<file path="src/lc3b_types.sv">
package lc3b_types;

// #########################################################################
// word and instruction field types
// #########################################################################

typedef logic [15:0] lc3b_word;     // data word or byte address
typedef logic [2:0]  lc3b_reg;      // register number r0 to r7
typedef logic [2:0]  lc3b_nzp;      // negative, zero and positive flags in that order
typedef logic [5:0]  lc3b_offset6;  // signed word offset of ldr and str
typedef logic [8:0]  lc3b_offset9;  // signed word offset of br

// #########################################################################
// opcodes and alu operations
// #########################################################################

// opcode field ir[15:12] with the isa encodings
// the unnamed codes still fit the type and run as no-ops
typedef enum logic [3:0] {
    op_br  = 4'b0000,
    op_add = 4'b0001,
    op_and = 4'b0101,
    op_ldr = 4'b0110,
    op_str = 4'b0111,
    op_not = 4'b1001
} lc3b_opcode;

typedef enum logic [1:0] {
    alu_add,   // a + b
    alu_and,   // a & b
    alu_not,   // ~a, b is ignored
    alu_pass   // b straight through
} lc3b_aluop;

endpackage : lc3b_types

</file>
<file path="src/fetch.sv">
`timescale 1ns/10ps

module fetch import lc3b_types::*; #(
    parameter lc3b_word RESET_PC = 16'h0000
) (
    input  logic     clk,
    input  logic     rst_n,
    // instruction port toward the arbiter
    output logic     instr_read,
    output lc3b_word instr_address,
    input  logic     instr_resp,
    input  lc3b_word instr_rdata,
    // buffered instruction handed to control and datapath
    output logic     ir_valid,
    output lc3b_word ir,
    output lc3b_word ir_pc,
    input  logic     ir_take,
    input  logic     redirect,
    input  lc3b_word redirect_pc
);

lc3b_word pc;         // address of the fetch in flight, or of the next one
logic     req;        // a fetch sits on the instruction port
logic     buf_valid;  // buffer holds an instruction that control has not retired
lc3b_word buf_ir;
lc3b_word buf_pc;     // address the buffered word came from, base of br targets

assign instr_read    = req;
assign instr_address = pc;   // pc only moves when no fetch is waiting
assign ir_valid      = buf_valid;
assign ir            = buf_ir;
assign ir_pc         = buf_pc;

always_ff @(posedge clk) begin
    if (!rst_n) begin
        pc        <= RESET_PC;
        req       <= 1'b1;   // the first fetch leaves as soon as reset lifts
        buf_valid <= 1'b0;
    end else begin
        if (ir_take || redirect) begin
            buf_valid <= 1'b0;   // retired or flushed, either way the slot frees up
        end
        if (redirect) begin
            // a branch only redirects from a full buffer, so no fetch is waiting
            pc  <= redirect_pc;
            req <= 1'b1;
        end else if (req && instr_resp) begin
            buf_valid <= 1'b1;
            buf_ir    <= instr_rdata;
            buf_pc    <= pc;
            pc        <= pc + 16'd2;
            req       <= 1'b0;   // buffer is full, wait for control
        end else if (ir_take) begin
            req <= 1'b1;   // slot drained so prefetch the next word
        end
    end
end

// the arbiter and memory see one address per fetch even across a redirect
property p_fetch_addr_stable;
    @(posedge clk) disable iff (!rst_n)
        (instr_read && !instr_resp) |=> (instr_read && $stable(instr_address));
endproperty

a_fetch_addr_stable : assert property (p_fetch_addr_stable)
    else $error("fetch: instr_address moved before instr_resp");

endmodule : fetch

</file>
<file path="src/control.sv">
`timescale 1ns/10ps

module control import lc3b_types::*; (
    input  logic       clk,
    input  logic       rst_n,
    input  logic       ir_valid,
    input  lc3b_opcode opcode,
    input  logic       branch_enable,
    input  logic       mem_resp,
    output logic       ir_take,
    output logic       load_regfile,
    output logic       load_cc,
    output lc3b_aluop  aluop,
    output logic       regfile_sel_mem,
    output logic       mem_read,
    output logic       mem_write,
    output logic       redirect
);

typedef enum logic [1:0] {
    s_idle,      // waiting for fetch to fill the buffer
    s_execute,   // decode and finish everything that needs no memory
    s_load,      // ldr waits on the data port
    s_store      // str waits on the data port
} state_t;

state_t state;
state_t next_state;

always_ff @(posedge clk) begin
    if (!rst_n) begin
        state <= s_idle;
    end else begin
        state <= next_state;
    end
end

// the alu function only matters while an alu op is in s_execute
always_comb begin
    case (opcode)
        op_add:  aluop = alu_add;
        op_and:  aluop = alu_and;
        op_not:  aluop = alu_not;
        default: aluop = alu_pass;
    endcase
end

always_comb begin
    next_state      = state;
    ir_take         = 1'b0;
    load_regfile    = 1'b0;
    load_cc         = 1'b0;
    regfile_sel_mem = 1'b0;
    mem_read        = 1'b0;
    mem_write       = 1'b0;
    redirect        = 1'b0;
    case (state)
        s_idle: begin
            if (ir_valid) begin
                next_state = s_execute;   // buffer only empties through ir_take or redirect
            end
        end
        s_execute: begin
            case (opcode)
                op_add, op_and, op_not: begin
                    load_regfile = 1'b1;
                    load_cc      = 1'b1;
                    ir_take      = 1'b1;
                    next_state   = s_idle;
                end
                op_br: begin
                    redirect   = branch_enable;   // fetch flushes and restarts at the target
                    ir_take    = 1'b1;
                    next_state = s_idle;
                end
                op_ldr:  next_state = s_load;
                op_str:  next_state = s_store;
                default: begin
                    ir_take    = 1'b1;   // anything else retires without effect
                    next_state = s_idle;
                end
            endcase
        end
        s_load: begin
            mem_read = 1'b1;   // held until the arbiter routes the response here
            if (mem_resp) begin
                regfile_sel_mem = 1'b1;
                load_regfile    = 1'b1;
                load_cc         = 1'b1;   // ldr sets nzp from the loaded word
                ir_take         = 1'b1;
                next_state      = s_idle;
            end
        end
        s_store: begin
            mem_write = 1'b1;
            if (mem_resp) begin
                ir_take    = 1'b1;
                next_state = s_idle;
            end
        end
        default: next_state = s_idle;
    endcase
end

// the data port carries one kind of access at a time
a_no_read_write : assert property (@(posedge clk) disable iff (!rst_n)
    !(mem_read && mem_write))
    else $error("control: mem_read and mem_write high together");

endmodule : control

</file>
<file path="src/datapath.sv">
`timescale 1ns/10ps

module datapath import lc3b_types::*; (
    input  logic       clk,
    input  logic       rst_n,
    input  lc3b_word   ir,
    input  lc3b_word   ir_pc,
    input  logic       load_regfile,
    input  logic       load_cc,
    input  lc3b_aluop  aluop,
    input  logic       regfile_sel_mem,
    input  lc3b_word   mem_rdata,
    output lc3b_opcode opcode,
    output logic       branch_enable,
    output lc3b_word   mem_address,
    output lc3b_word   mem_wdata,
    output lc3b_word   redirect_pc
);

// #########################################################################
// instruction fields
// #########################################################################

lc3b_reg     dest;       // dr of alu ops and ldr, sr of str
lc3b_reg     sr1;        // first alu source, also base register of ldr and str
lc3b_reg     sr2;
lc3b_nzp     br_mask;    // condition mask of br, same bits as dest
logic        imm_sel;    // ir[5] picks imm5 over sr2
lc3b_word    imm5_sext;
lc3b_offset6 offset6;
lc3b_offset9 offset9;

assign opcode    = lc3b_opcode'(ir[15:12]);
assign dest      = ir[11:9];
assign br_mask   = ir[11:9];
assign sr1       = ir[8:6];
assign sr2       = ir[2:0];
assign imm_sel   = ir[5];
assign imm5_sext = {{11{ir[4]}}, ir[4:0]};
assign offset6   = ir[5:0];
assign offset9   = ir[8:0];

// #########################################################################
// register file, alu and condition codes
// #########################################################################

lc3b_word regs [8];
lc3b_nzp  nzp;
lc3b_word sr1_out;
lc3b_word alu_b;
lc3b_word alu_out;
lc3b_word regfile_in;
lc3b_nzp  cc_in;

assign sr1_out    = regs[sr1];
assign alu_b      = imm_sel ? imm5_sext : regs[sr2];
assign regfile_in = regfile_sel_mem ? mem_rdata : alu_out;   // load data or alu result

always_comb begin
    case (aluop)
        alu_add:  alu_out = sr1_out + alu_b;
        alu_and:  alu_out = sr1_out & alu_b;
        alu_not:  alu_out = ~sr1_out;
        alu_pass: alu_out = alu_b;
        default:  alu_out = alu_b;
    endcase
end

// the flags follow whatever is being written back
always_comb begin
    if (regfile_in[15]) begin
        cc_in = 3'b100;
    end else if (regfile_in == 16'h0000) begin
        cc_in = 3'b010;
    end else begin
        cc_in = 3'b001;
    end
end

always_ff @(posedge clk) begin
    if (!rst_n) begin
        for (int i = 0; i < 8; i++) begin
            regs[i] <= 16'h0000;
        end
        nzp <= 3'b010;   // all registers read zero, so the flags say zero too
    end else begin
        if (load_regfile) begin
            regs[dest] <= regfile_in;
        end
        if (load_cc) begin
            nzp <= cc_in;
        end
    end
end

// #########################################################################
// addresses and branch decision
// #########################################################################

// offsets count words, so shift left once to get bytes
assign mem_address   = sr1_out + {{9{offset6[5]}}, offset6, 1'b0};
assign mem_wdata     = regs[dest];   // str source register
assign redirect_pc   = ir_pc + 16'd2 + {{6{offset9[8]}}, offset9, 1'b0};
assign branch_enable = |(br_mask & nzp);   // control only looks at it for br

endmodule : datapath

</file>
<file path="src/mem_arbiter.sv">
`timescale 1ns/10ps

module mem_arbiter import lc3b_types::*; (
    input  logic       clk,
    input  logic       rst_n,
    // instruction port from fetch
    input  logic       instr_read,
    input  lc3b_word   instr_address,
    output logic       instr_resp,
    output lc3b_word   instr_rdata,
    // data port from control and datapath
    input  logic       mem_read,
    input  logic       mem_write,
    input  lc3b_word   mem_address,
    input  lc3b_word   mem_wdata,
    output logic       mem_resp,
    output lc3b_word   mem_rdata,
    // the one physical memory port
    output logic       pmem_read,
    output logic       pmem_write,
    output lc3b_word   pmem_address,
    output lc3b_word   pmem_wdata,
    output logic [1:0] pmem_byte_enable,
    input  logic       pmem_resp,
    input  lc3b_word   pmem_rdata
);

typedef enum logic [1:0] {
    own_none,
    own_data,
    own_instr
} owner_t;

owner_t owner;   // port holding an access in flight, registered
owner_t grant;   // port driving pmem this cycle

// an idle port grants at once, data before instruction
always_comb begin
    grant = owner;
    if (owner == own_none) begin
        if (mem_read || mem_write) begin
            grant = own_data;
        end else if (instr_read) begin
            grant = own_instr;
        end
    end
end

always_ff @(posedge clk) begin
    if (!rst_n) begin
        owner <= own_none;
    end else if (pmem_resp) begin
        owner <= own_none;   // free again on the edge after the response
    end else begin
        owner <= grant;
    end
end

always_comb begin
    pmem_read    = 1'b0;
    pmem_write   = 1'b0;
    pmem_address = instr_address;
    case (grant)
        own_data: begin
            pmem_read    = mem_read;
            pmem_write   = mem_write;
            pmem_address = mem_address;
        end
        own_instr: pmem_read = instr_read;
        default:   pmem_read = 1'b0;
    endcase
end

assign pmem_wdata       = mem_wdata;   // only fetch reads, so write data is always data side
assign pmem_byte_enable = 2'b11;       // word accesses only
assign mem_resp         = pmem_resp && (grant == own_data);
assign instr_resp       = pmem_resp && (grant == own_instr);
assign mem_rdata        = pmem_rdata;
assign instr_rdata      = pmem_rdata;

// a granted port keeps pmem until the memory answers, even if data asks meanwhile
a_hold_grant : assert property (@(posedge clk) disable iff (!rst_n)
    (grant != own_none && !pmem_resp) |=> (grant == $past(grant)))
    else $error("arbiter: owner changed before pmem_resp");

// each response lands on exactly one port, and that port is still asking
a_resp_owner : assert property (@(posedge clk) disable iff (!rst_n)
    pmem_resp |-> $onehot({mem_resp && (mem_read || mem_write), instr_resp && instr_read}))
    else $error("arbiter: pmem_resp not routed to a requesting owner");

endmodule : mem_arbiter

</file>
<file path="src/mp3.sv">
`timescale 1ns/10ps

module mp3 import lc3b_types::*; #(
    parameter lc3b_word RESET_PC = 16'h0000
) (
    input  logic       clk,
    input  logic       rst_n,
    input  logic       pmem_resp,
    input  lc3b_word   pmem_rdata,
    output logic       pmem_read,
    output logic       pmem_write,
    output logic [1:0] pmem_byte_enable,
    output lc3b_word   pmem_address,
    output lc3b_word   pmem_wdata
);

// every wire is named after the ports it joins
// instruction port between fetch and the arbiter
logic       instr_read;
lc3b_word   instr_address;
logic       instr_resp;
lc3b_word   instr_rdata;

// fetch buffer and redirect
logic       ir_valid;
lc3b_word   ir;
lc3b_word   ir_pc;
logic       ir_take;
logic       redirect;
lc3b_word   redirect_pc;

// control strobes into the datapath
lc3b_opcode opcode;
logic       branch_enable;
logic       load_regfile;
logic       load_cc;
lc3b_aluop  aluop;
logic       regfile_sel_mem;

// data port toward the arbiter
logic       mem_read;
logic       mem_write;
lc3b_word   mem_address;
lc3b_word   mem_wdata;
logic       mem_resp;
lc3b_word   mem_rdata;

fetch #(
    .RESET_PC(RESET_PC)
) fetch_module (.*);

control control_module (.*);

datapath datapath_module (.*);

mem_arbiter arbiter_module (.*);   // sole driver of the pmem outputs

endmodule : mp3

</file>
<file path="config.mk">
export PLATFORM = sky130hd
export DESIGN_NAME = mp3
export DESIGN_NICKNAME = d
export VERILOG_FILES = /design/src/lc3b_types.sv /design/src/fetch.sv /design/src/control.sv /design/src/datapath.sv /design/src/mem_arbiter.sv /design/src/mp3.sv
export SDC_FILE = /design/constraint.sdc
export NUM_CORES = 1
export LEC_CHECK = 0
export BUFFER_PORTS_ARGS = -buffer_cell sky130_fd_sc_hd__buf_2
export CAP_MARGIN = 20
export CORE_UTILIZATION = 45
export CTS_BUF_LIST = sky130_fd_sc_hd__clkbuf_16
export DETAILED_ROUTE_END_ITERATION = 8
export GPL_TIMING_DRIVEN = 1
export PLACE_DENSITY = 0.6
export SLEW_MARGIN = 15
export SYNTH_ARGS = -nofsm -noshare
export SYNTH_HDL_FRONTEND = slang
export SYNTH_HIERARCHICAL = 1
export SYNTH_SLANG_ARGS = --single-unit
export TNS_END_PERCENT = 5
</file>
<file path="constraint.sdc">
create_clock -name clk -period 9.2 [get_ports clk]
set_clock_uncertainty 0.15 [all_clocks]
set_input_delay 0.46 -clock clk [delete_from_list [all_inputs] [get_ports clk]]
set_output_delay 0.46 -clock clk [all_outputs]
set_load 0.02 [all_outputs]
</file>
Yosys cells after proc, flatten, opt, wreduce, memory -nomap -nowiden --
Memories as Yosys holds them, arrays and structs flattened. A register that Yosys moved wholly into a read port is not among the register bits. Cells that the tools add are included.
Word-level totals: input bits 19, RAM bits 128, memories kept 1, logic and storage cells 98, output and inout port bits 36, register bits after elaboration 57
Operators by class: muxes and demuxes 43, reductions and logical operators 21, bitwise gates (word level) 5, equal/unequal tests 15, $add $sub $neg 5
Memory list:
- datapath_module.regs | depth 8, width 16, read ports 3, clocked after memory_dff 3, write ports 8, line datapath.sv:47 | lc3b_word regs [8];
Operators by type and width (count):
- 2-to-1 mux 16 bit | 6
- case mux 16 bit (4 select lines) | 1
- adder 16 bit | 3
- adder 16 x 2 -> 16 bit (second input constant) | 2
- 2-to-1 mux 1 bit | 19
- AND 16 bit | 1
- logical NOT 16 bit | 1
- NOT 16 bit | 1
- OR reduction 16 bit | 1
- 2-to-1 mux 3 bit | 5
- equality test 4 x 3 -> 1 bit (second input constant) | 3
- 2-to-1 mux 2 bit | 6
- case mux 2 bit (3 select lines) | 2
- equality test 2 bit (second input constant) | 5
- OR reduction 2 bit | 4
- equality test 2 x 1 -> 1 bit (second input constant) | 3
- logical NOT 2 bit | 3
- case mux 1 bit (2 select lines) | 3
- OR reduction 3 bit | 2
- equality test 4 x 1 -> 1 bit (second input constant) | 1
- equality test 4 bit (second input constant) | 1
- logical NOT 4 bit | 1
- case mux 2 bit (2 select lines) | 1
- nonzero test 2 bit | 2
- other kinds (8) | 12

Logic depth before layout (Yosys ltp) --
Gate-level depths: netlist (run 1).
depth after elaboration 14, depth in mapped cells 19

Modules after synthesis --
The synthesis (run 1) kept the hierarchy.
By module, submodules not included:
- datapath | area an instance 10625.2 um2, times used 1, seq. area each 3903.7 um2, cells each 1023
- fetch | area an instance 1886.8 um2, times used 1, seq. area each 1321.3 um2, cells each 141
- mem_arbiter | area an instance 739.5 um2, times used 1, seq. area each 40.0 um2, cells each 89
- control | area an instance 266.5 um2, times used 1, seq. area each 40.0 um2, cells each 34

Worst setup path before layout (run 1) --
Ideal clock, no wire load.
path kind register -> output, start register fetch_module/ir[7] (netlist name), end output pmem_address[15], data arrival time 3.839 ns, data required time 8.590 ns, buffers on the path 2, cell stages (with the launch flop) 17, slack 4.751 ns, path through edfxtp_1 -> buf_2 -> buf_4 -> mux4_2 -> mux2_2 -> ha_1 -> inv_1 -> fa_1 -> nor2b_1 -> o21ai_0 -> a21boi_0 -> o21ai_0 -> a21oi_1 -> a311oi_1 -> nor3_1 -> or3b_2 -> mux2_2
RTL lines:
- end: declaration | line mp3.sv:13 | output lc3b_word pmem_address,

==> results of run 1 <==
routing by layer:
metal | global-route usage [%] | vias to the layer above | wire (um)
met5 | 0 | - | 0
met4 | 17.0 | 0 | 2860
met3 | 6.13 | 157 | 4520
met2 | 47.5 | 759 | 20600
met1 | 38.0 | 5361 | 17500
li1 | - | 4803 | -
synthesized netlist by cell type, drive strengths merged (13+ instances only):
master	number	share of area, %
buf	78	4.5
nor3	21	0.78
nand4	21	1.1
mux2i	32	2.5
mux4	42	7.4
xnor2	26	1.7
a221oi	14	1.0
nand2	67	1.9
inv	40	1.1
o21ai	48	1.8
or3	13	0.60
nor2b	17	0.84
nand2b	13	0.62
a21oi	52	2.0
nor2	178	4.9
edfxtp	160	36
nand3	19	0.74
dfxtp	25	3.7
and2	25	1.2
ha	64	5.9
clkbuf	46	1.6
mux2	45	3.8
a22oi	74	4.1
logic make-up after synthesis:
group                    count (synthesis)  synth area share [%]
AO/OA/AOI/OAI                          291                  15.4
XOR/XNOR                                37                  2.40
flip-flops                             185                  39.2
multiplexers                           119                  13.7
AND/OR/NAND/NOR                        422                  15.6
buffers and inverters                  165                  7.24
adder cells (fa/ha/maj)                 67                  6.37
other                                    1                0.0277
worst max-delay path: stages (launching register included):
cell	delay, ns
edfxtp_1	1.01
buf_4	0.58
mux4_2	0.39
mux2_2	0.34
ha_1	0.32
o21ai_0	0.12
a21boi_0	0.15
o21ai_0	0.27
a21oi_1	0.16
a311oi_1	0.54
nor3_1	0.12
or3b_2	0.47
mux2_2	0.28
buf_2	0.16
layout by cell type (no fill, tap or decap), types with 20 or more instances in the layout:
cell type,netlist,routed
nor2_1,178,177
edfxtp_1,160,160
a22oi_1,73,73
nand2_1,66,66
ha_1,64,64
buf_2,6,52
a21oi_1,50,50
o21ai_0,46,46
mux2_2,43,43
inv_1,40,40
mux2i_1,31,31
mux4_2,27,27
xnor2_1,26,26
dfxtp_1,25,25
buf_4,66,23
and2_1,22,22
nand4_1,20,20
worst paths after layout:
| path | from | to | cells past startpoint |
|---|---|---|---|
| max reg2reg | fetch_module/ir[8] | datapath_module/nzp[0] | 12 |
| min | pmem_rdata[1] | fetch_module/ir[1] | 1 |
| min reg2reg | datapath_module/nzp[2] | datapath_module/nzp[2] | 2 |
| max | fetch_module/ir[8] | pmem_address[15] | 13 |
power groups by stage:
| stage | Combinational [mW] | Sequential [mW] | Clock [mW] |
|---|---|---|---|
| 2_1_floorplan | 0.401 | 0.980 | 0 |
| 3_3_place_gp | 0.521 | 1.01 | 0 |
| 3_5_place_dp | 0.523 | 1.01 | 0 |
| 4_1_cts | 0.528 | 0.989 | 0.776 |
| 5_1_grt | 0.576 | 0.994 | 0.800 |
| 6_report | 0.538 | 0.993 | 0.766 |
registers in the layout (all words and copies together), names as in the netlist:
name and cells:
arbiter_module/owner 2, datapath_module/regs 128, fetch_module/ir_valid 1, datapath_module/nzp 3
fetch_module/ir 16, fetch_module/instr_address 16, fetch_module/ir_pc 16, fetch_module/instr_read 1
control_module/state 2
final cells by class:
class                           instances  area, um^2  area share, %
Sequential cell                       185        5310           37.2
Multi-Input combinational cell        938        7280           51.0
Antenna cell                            2        5.00         0.0351
Timing Repair Buffer                   75         433           3.04
Clock buffer                           17         425           2.98
Tap cell                              390         488           3.42
Clock inverter                         15         175           1.23
Inverter                               41         154           1.08
==> flow_summary.yaml, run 1 <==
outcome:
  status: "finished clean"
clocking:
  clk_pin_slew_ns: 0.08
  clock_latency_ns: 0.46
  postCtsSetupBuffers: 0
  cts-htree-levels: 4
  cts_tree: "done"
  postCtsHoldBufs: 0
  cts_max_path_buffers: 2
  root_buffer: "clkbuf_16"
  cts_sinks: 185
  cts_resized: 0
  numCtsBuffers: 17
synthesis:
  yosysSeqAreaShare_pct: 39.2
  synthArstFlopShare_pct: 0
  yosys_register_bits: 185
  synth_area_per_cell_um2: 10.5
  synth_edf_count: 160
  ys.flop_type: "edfxtp_1"
  synth_cells: 1287
  ys_types: 108
  netlist_area_mm2: 0.0135
  yosys_warnings: 6
power:
  ir_worst_vdd_mv: 0.0976
  swShare_pct: 34.0
  comb_power_share_pct: 23.4
  p_per_area_mw_per_mm2: 161
  p_leak_nw: 5.44
  p_int_mw: 1.52
  clkPwrFrac_pct: 33.3
  p_seq_share_pct: 43.2
  totalPowerFinal_mw: 2.30
  switching_power_uw: 782
floorplanning:
  dieArea_mm2: 0.0307
  ioPinCount: 55
  start_util_pct: 45.7
  die_w_um: 175
  core_mm2: 0.0296
  num_rows: 63
  die_y_um: 175
timing:
  slew_headroom_pct: 31.6
  rsz0062_at_grt: "false"
  min_period_ns: 5.98
  slew_violations: 0
  hold_viol_final: 0
  whs_ns: 0.0517
  fmax_ghz: 0.167
  fin_crit_sh_pct: 65.0
  tightestPinTransition_ns: 1.02
  setup_ws_ns: 3.22
  setup_viol: 0
  tns_ns: 0
critical_path:
  cp-end-kind: "output port"
  regToRegSetupSlack_ns: 3.68
  critPathArrivalTime_ns: 5.37
  timing.setup.critical_path_class: "reg -> out"
  critPathLaunchType: "register"
  cp_max_fo: 32
  critPathRequiredTime_ns: 8.59
drt:
  dr.pass1.iters: 7
  ant_nets: 0
  drc: 0
  wl_per_cell_um: 27.3
  initialDrtViolationCount: 1459
  drt_wl_total_um: 45500
  viasPerCell: 6.66
  vias: 11100
layout:
  drive_gt1_share_pct: 17.5
  stdcell_count: 1663
  nFillCells: 2741
  finalInstanceArea_mm2: 0.0143
  final_nets: 1344
  postLayoutCoreUtil_pct: 48.3
  syn2layout_area_growth_pct: 5.52
min_path:
  hold_class: "in -> reg"
placed_design:
  gp_congestion: 0.987
  io_buffers: 52
  dp_worst_setup_slack_ns: 3.73
  placedCellCount: 1629
  post_dp_cell_area_mm2: 0.0137
  dpl.hpwl_um: 33000
global_routing:
  grt_usage_pct: 29.9
  grt_overflow: 0
  grt_pass1_vias: 10400
  grt_first_pass_wirelength_um: 67000
  grt_max_degree: 45
  antenna_found_initial: 1
run:
  max_cap_violations: 0
No activity file was read; power rests on OpenSTA's default activity.
==> inputs of run 2 (changes only) <==
==> constraint.sdc (replaced) <==
create_clock -name clk -period 5.9 [get_ports clk]
set_clock_uncertainty 0.15 [all_clocks]
set_input_delay 0.295 -clock clk [delete_from_list [all_inputs] [get_ports clk]]
set_output_delay 0.295 -clock clk [all_outputs]
set_load 0.02 [all_outputs]
==> flow_summary.yaml, run 2 (synthesis gave the netlist of run 1 again) <==
floorplanning:
  die_y_um: 175
  dieArea_mm2: 0.0307
  die_w_um: 175
  core_mm2: 0.0296
  num_rows: 63
  start_util_pct: 45.7
  ioPinCount: 55
layout:
  postLayoutCoreUtil_pct: 49.5
  nFillCells: 2709
  final_cell_mix: "177 x nor2_1, 160 x edfxtp_1, 73 x a22oi_1"
  finalInstanceArea_mm2: 0.0146
  final_nets: 1385
  regMostFlops: "datapath_module/regs"
  drive_gt1_share_pct: 18.8
  syn2layout_area_growth_pct: 8.24
  stdcell_count: 1702
  largest_reg_flops: 128
  antenna_cells: 0
  final_common_cell: "nor2_1"
critical_path:
  r2r_end: "datapath_module/nzp[0]"
  regToRegSetupSlack_ns: 0.85
  reg2reg_depth: 12
  crit_end: "pmem_address[15]"
  cp-end-kind: "output port"
  timing.setup.critical_path_class: "reg -> out"
  reg2reg_from: "fetch_module/ir[8]"
  cp_max_fo: 20
  critPathArrivalTime_ns: 4.93
  critPathRequiredTime_ns: 5.45
  crit_path_start: "fetch_module/ir[7]"
  critPathLaunchType: "register"
timing:
  rsz0062_at_grt: "false"
  setup_ws_ns: 0.530
  hold_viol_final: 0
  fin_crit_sh_pct: 91.0
  slew_violations: 0
  min_period_ns: 5.37
  tns_ns: 0
  setup_viol: 0
  whs_ns: 0.0103
  fmax_ghz: 0.186
  slew_headroom_pct: 29.2
  tightestPinTransition_ns: 1.05
min_path:
  hold_class: "in -> reg"
power:
  p_per_area_mw_per_mm2: 245
  totalPowerFinal_mw: 3.58
  ir_worst_vdd_mv: 0.232
  p_leak_nw: 5.64
drt:
  dr.pass1.iters: 6
  drt_wl_total_um: 41500
  drc: 0
  ant_nets: 0
  vias: 10900
  viasPerCell: 6.40
  wl_per_cell_um: 24.4
  initialDrtViolationCount: 1132
clocking:
  cts_tree: "done"
  clock_latency_ns: 0.46
  cts-htree-levels: 4
  numCtsBuffers: 17
  postCtsSetupBuffers: 0
  root_buffer: "clkbuf_16"
  cts_max_path_buffers: 2
  cts_sinks: 185
  clk_pin_slew_ns: 0.08
placed_design:
  placedCellCount: 1653
  dp_worst_setup_slack_ns: 0.908
  io_buffers: 52
  post_dp_cell_area_mm2: 0.0138
  dpl.hpwl_um: 29500
  gp_congestion: 0.934
global_routing:
  grt_usage_pct: 27.6
  grt_pass1_vias: 10600
  grt_overflow: 0
  grt_max_degree: 43
  grt_first_pass_wirelength_um: 63500
  antenna_found_initial: 0
run:
  max_cap_violations: 0
outcome:
  status: "finished clean"
run 2: changes by cell type in the layout (fill, tap and decap cells not counted), sizes merged:
cell / delta
buf: +25
dlygate4sd3: +16
clkinv: -4
bufinv: +2
diode: -2
clkinvlp: +1
inv: +1
run 2: critical path: stages, from the launching register on:
cell	delay (ns)
edfxtp_1	0.56
buf_4	0.40
nor2b_1	0.18
a22oi_1	0.33
and2_1	0.25
ha_1	0.28
nor2b_1	0.14
o21ai_0	0.22
a21boi_0	0.18
o21ai_0	0.24
a21oi_1	0.15
a311oi_1	0.50
nor3_1	0.11
or3b_2	0.46
mux2_2	0.28
buf_2	0.16
run 2: layout make-up:
cell class | count | area (um^2) | area share [%]
multi-input combinational | 938 | 7270 | 49.7
inverter | 41 | 154 | 1.05
timing repair buffer | 116 | 806 | 5.51
clock inverter | 15 | 188 | 1.28
tap | 390 | 488 | 3.34
sequential | 185 | 5310 | 36.3
clock buffer | 17 | 425 | 2.91
run 2: how the worst min path moves through the flow:
stage	start	endpoint	slack, ns	cells past startpoint
final	pmem_resp	arbiter_module/owner[1]	0.01	3
after global routing	pmem_resp	arbiter_module/owner[1]	0.03	3
after CTS	pmem_resp	arbiter_module/owner[1]	0.001	3
after detailed placement	fetch_module/instr_address[0]	fetch_module/ir_pc[0]	0.30	0
after global placement	fetch_module/instr_address[0]	fetch_module/ir_pc[0]	0.29	0
after floorplan	rst_n	fetch_module/instr_address[0]	0.27	1
run 2: power by group:
group / internal (mW) / leakage, nW / switching [mW]
sequential: 1.47 / 1.83 / 0.0558
clock: 0.646 / 0.304 / 0.581
combinational: 0.331 / 3.51 / 0.499
run 2: routing by layer:
metal	routed length [um]	vias to the layer above	share of wire [%]	global-route usage [%]
met5	0	-	0	0
met2	19800	572	48	45.2
met4	1450	0	3.5	11.8
met1	17000	5334	41	36.2
li1	-	4865	-	-
met3	3280	115	7.9	4.61
run 2: timing repair:
item,4_1_cts,5_1_grt
gates resized for setup,0,0
hold endpoints to repair,16,0
hold buffers,16,0
==> inputs of run 3 (changes only) <==
--- a/config.mk
+++ b/config.mk
@@ -11,7 +11,7 @@
 export CTS_BUF_LIST = sky130_fd_sc_hd__clkbuf_16
 export DETAILED_ROUTE_END_ITERATION = 8
 export GPL_TIMING_DRIVEN = 1
-export PLACE_DENSITY = 0.6
+export PLACE_DENSITY_LB_ADDON = 0.08
 export SLEW_MARGIN = 15
 export SYNTH_ARGS = -nofsm -noshare
 export SYNTH_HDL_FRONTEND = slang
==> flow_summary.yaml, run 3 (synthesis gave the netlist of run 1 again) <==
outcome:
  status: "finished clean"
floorplanning:
  core_mm2: 0.0296
  die_y_um: 175
  start_util_pct: 45.7
  die_w_um: 175
  dieArea_mm2: 0.0307
  ioPinCount: 55
  num_rows: 63
layout:
  multiInputGateArea_mm2: 0.00727
  drive_gt1_share_pct: 18.6
  syn2layout_area_growth_pct: 7.54
  finalInstanceArea_mm2: 0.0145
  final_cell_mix: "177 x nor2_1, 160 x edfxtp_1, 73 x a22oi_1"
  seqCellArea_mm2: 0.00531
  final_nets: 1382
  antenna_cells: 0
  nFillCells: 2729
  final_common_cell: "nor2_1"
  postLayoutCoreUtil_pct: 49.2
  regMostFlops: "datapath_module/regs"
  largest_reg_flops: 128
critical_path:
  worst_path_most_repeated_cell: "a22o_1"
  regToRegSetupSlack_ns: 0.79
  r2r_end: "datapath_module/nzp[0]"
  critPathArrivalTime_ns: 5.07
  critPathLaunchType: "register"
  reg2reg_depth: 12
  crit_path_start: "fetch_module/ir[8]"
  slowest_stage: "edfxtp_1"
  crit_end: "pmem_address[15]"
  slowest_delay_ns: 0.84
  critPathRequiredTime_ns: 5.45
  timing.setup.critical_path_class: "reg -> out"
  cp-end-kind: "output port"
  crit_chain: "buf_4, mux2i_1, a22o_1, a221oi_1, ha_1, and2_1, a22o_1, a311oi_1, nor3_1, or3b_2, mux2_2, buf_2"
  cp_max_fo: 28
  reg2reg_from: "fetch_module/ir[8]"
power:
  totalPowerFinal_mw: 3.48
  ir_worst_vdd_mv: 0.145
  p_leak_nw: 5.59
  p_per_area_mw_per_mm2: 240
global_routing:
  grt_max_degree: 33
  grt_usage_pct: 28.2
  antenna_found_initial: 0
  grt_first_pass_wirelength_um: 64500
  grt_pass1_vias: 10500
  grt_overflow: 0
drt:
  wl_per_cell_um: 25.1
  dr.pass1.iters: 5
  viasPerCell: 6.38
  ant_nets: 0
  initialDrtViolationCount: 1069
  vias: 10800
  drc: 0
  drt_wl_total_um: 42600
clocking:
  cts_sinks: 185
  cts_tree: "done"
  numCtsBuffers: 17
  cts-htree-levels: 4
  clock_latency_ns: 0.45
  root_buffer: "clkbuf_16"
  postCtsSetupBuffers: 0
  clk_pin_slew_ns: 0.08
  cts_max_path_buffers: 2
timing:
  fmax_ghz: 0.181
  setup_viol: 0
  min_period_ns: 5.52
  slew_headroom_pct: 23.6
  fin_crit_sh_pct: 93.6
  rsz0062_at_grt: "false"
  hold_viol_final: 0
  slew_violations: 0
  tightestPinTransition_ns: 1.15
  setup_ws_ns: 0.380
  tns_ns: 0
run:
  max_cap_violations: 0
min_path:
  hold_class: "in -> reg"
placed_design:
  dpl.hpwl_um: 30100
  dp_worst_setup_slack_ns: 0.839
  gp_congestion: 0.864
  io_buffers: 52
  post_dp_cell_area_mm2: 0.0138
run 3: cell types whose count changed in the layout (fill, tap and decap cells not counted), moves of 2 or more:
cell	previous run	this run
buf_12	2	0
clkinv_4	0	2
inv_6	2	4
bufinv_16	2	0
clkinv_1	1	3
run 3: cell type report:
cell class | count | share of cell area, %
multi-input cells | 938 | 50.0
flip-flops and latches | 185 | 36.5
repair buffers | 113 | 5.22
well taps | 390 | 3.36
clock buffers | 17 | 2.93
inverters | 41 | 1.06
clock inverters | 15 | 0.921
run 3: worst min path at each step:
stage                              startpoint                            end  slack (ns)  depth (start not counted)
6_report                            pmem_resp        arbiter_module/owner[1]        0.02                          3
5_1_grt                             pmem_resp        arbiter_module/owner[1]        0.02                          3
4_1_cts                             pmem_resp        arbiter_module/owner[1]       0.008                          3
3_5_place_dp   fetch_module/instr_address[15]         fetch_module/ir_pc[15]        0.29                          0
3_3_place_gp   fetch_module/instr_address[15]         fetch_module/ir_pc[15]        0.30                          0
2_1_floorplan                           rst_n  fetch_module/instr_address[0]        0.27                          1
run 3: worst max-delay path, delay by kind of cell, from the launching register on:
family / cells / cell delay (ns)
AO/OA/AOI/OAI: 4 / 1.43
adder cells (fa/ha/maj): 1 / 0.40
buffers and inverters: 2 / 0.71
flip-flops: 1 / 0.84
multiplexers: 2 / 0.42
AND/OR/NAND/NOR: 3 / 0.80
run 3: layer usage:
layer	routed length [um]	track usage [%]
met1	17900	37.3
met2	20000	46.4
met3	3190	4.55
met4	1470	11.1
met5	0	0
run 3: what timing repair did:
| action | CTS | global route |
|---|---|---|
| endpoints found under the hold margin | 16 | 0 |
| endpoints found under the setup margin | 0 | 1 |
| resized for setup | 0 | 1 |
| hold buffers | 16 | 0 |
run 3: power breakdown:
group	switching [mW]	leakage [nW]	total [mW]	internal (mW)
logic	0.496	3.49	0.824	0.328
clock network	0.571	0.274	1.13	0.557
registers	0.0600	1.83	1.53	1.47
total	1.13	5.59	3.48	2.36
run 3: through the flow:
step	hold slack, ns	instances
final	0.0187	1699
after global routing	0.0195	1699
after CTS	0.00789	1699
after detailed placement	0.289	1651
after global placement	0.299	1651
after floorplan	0.273	1288
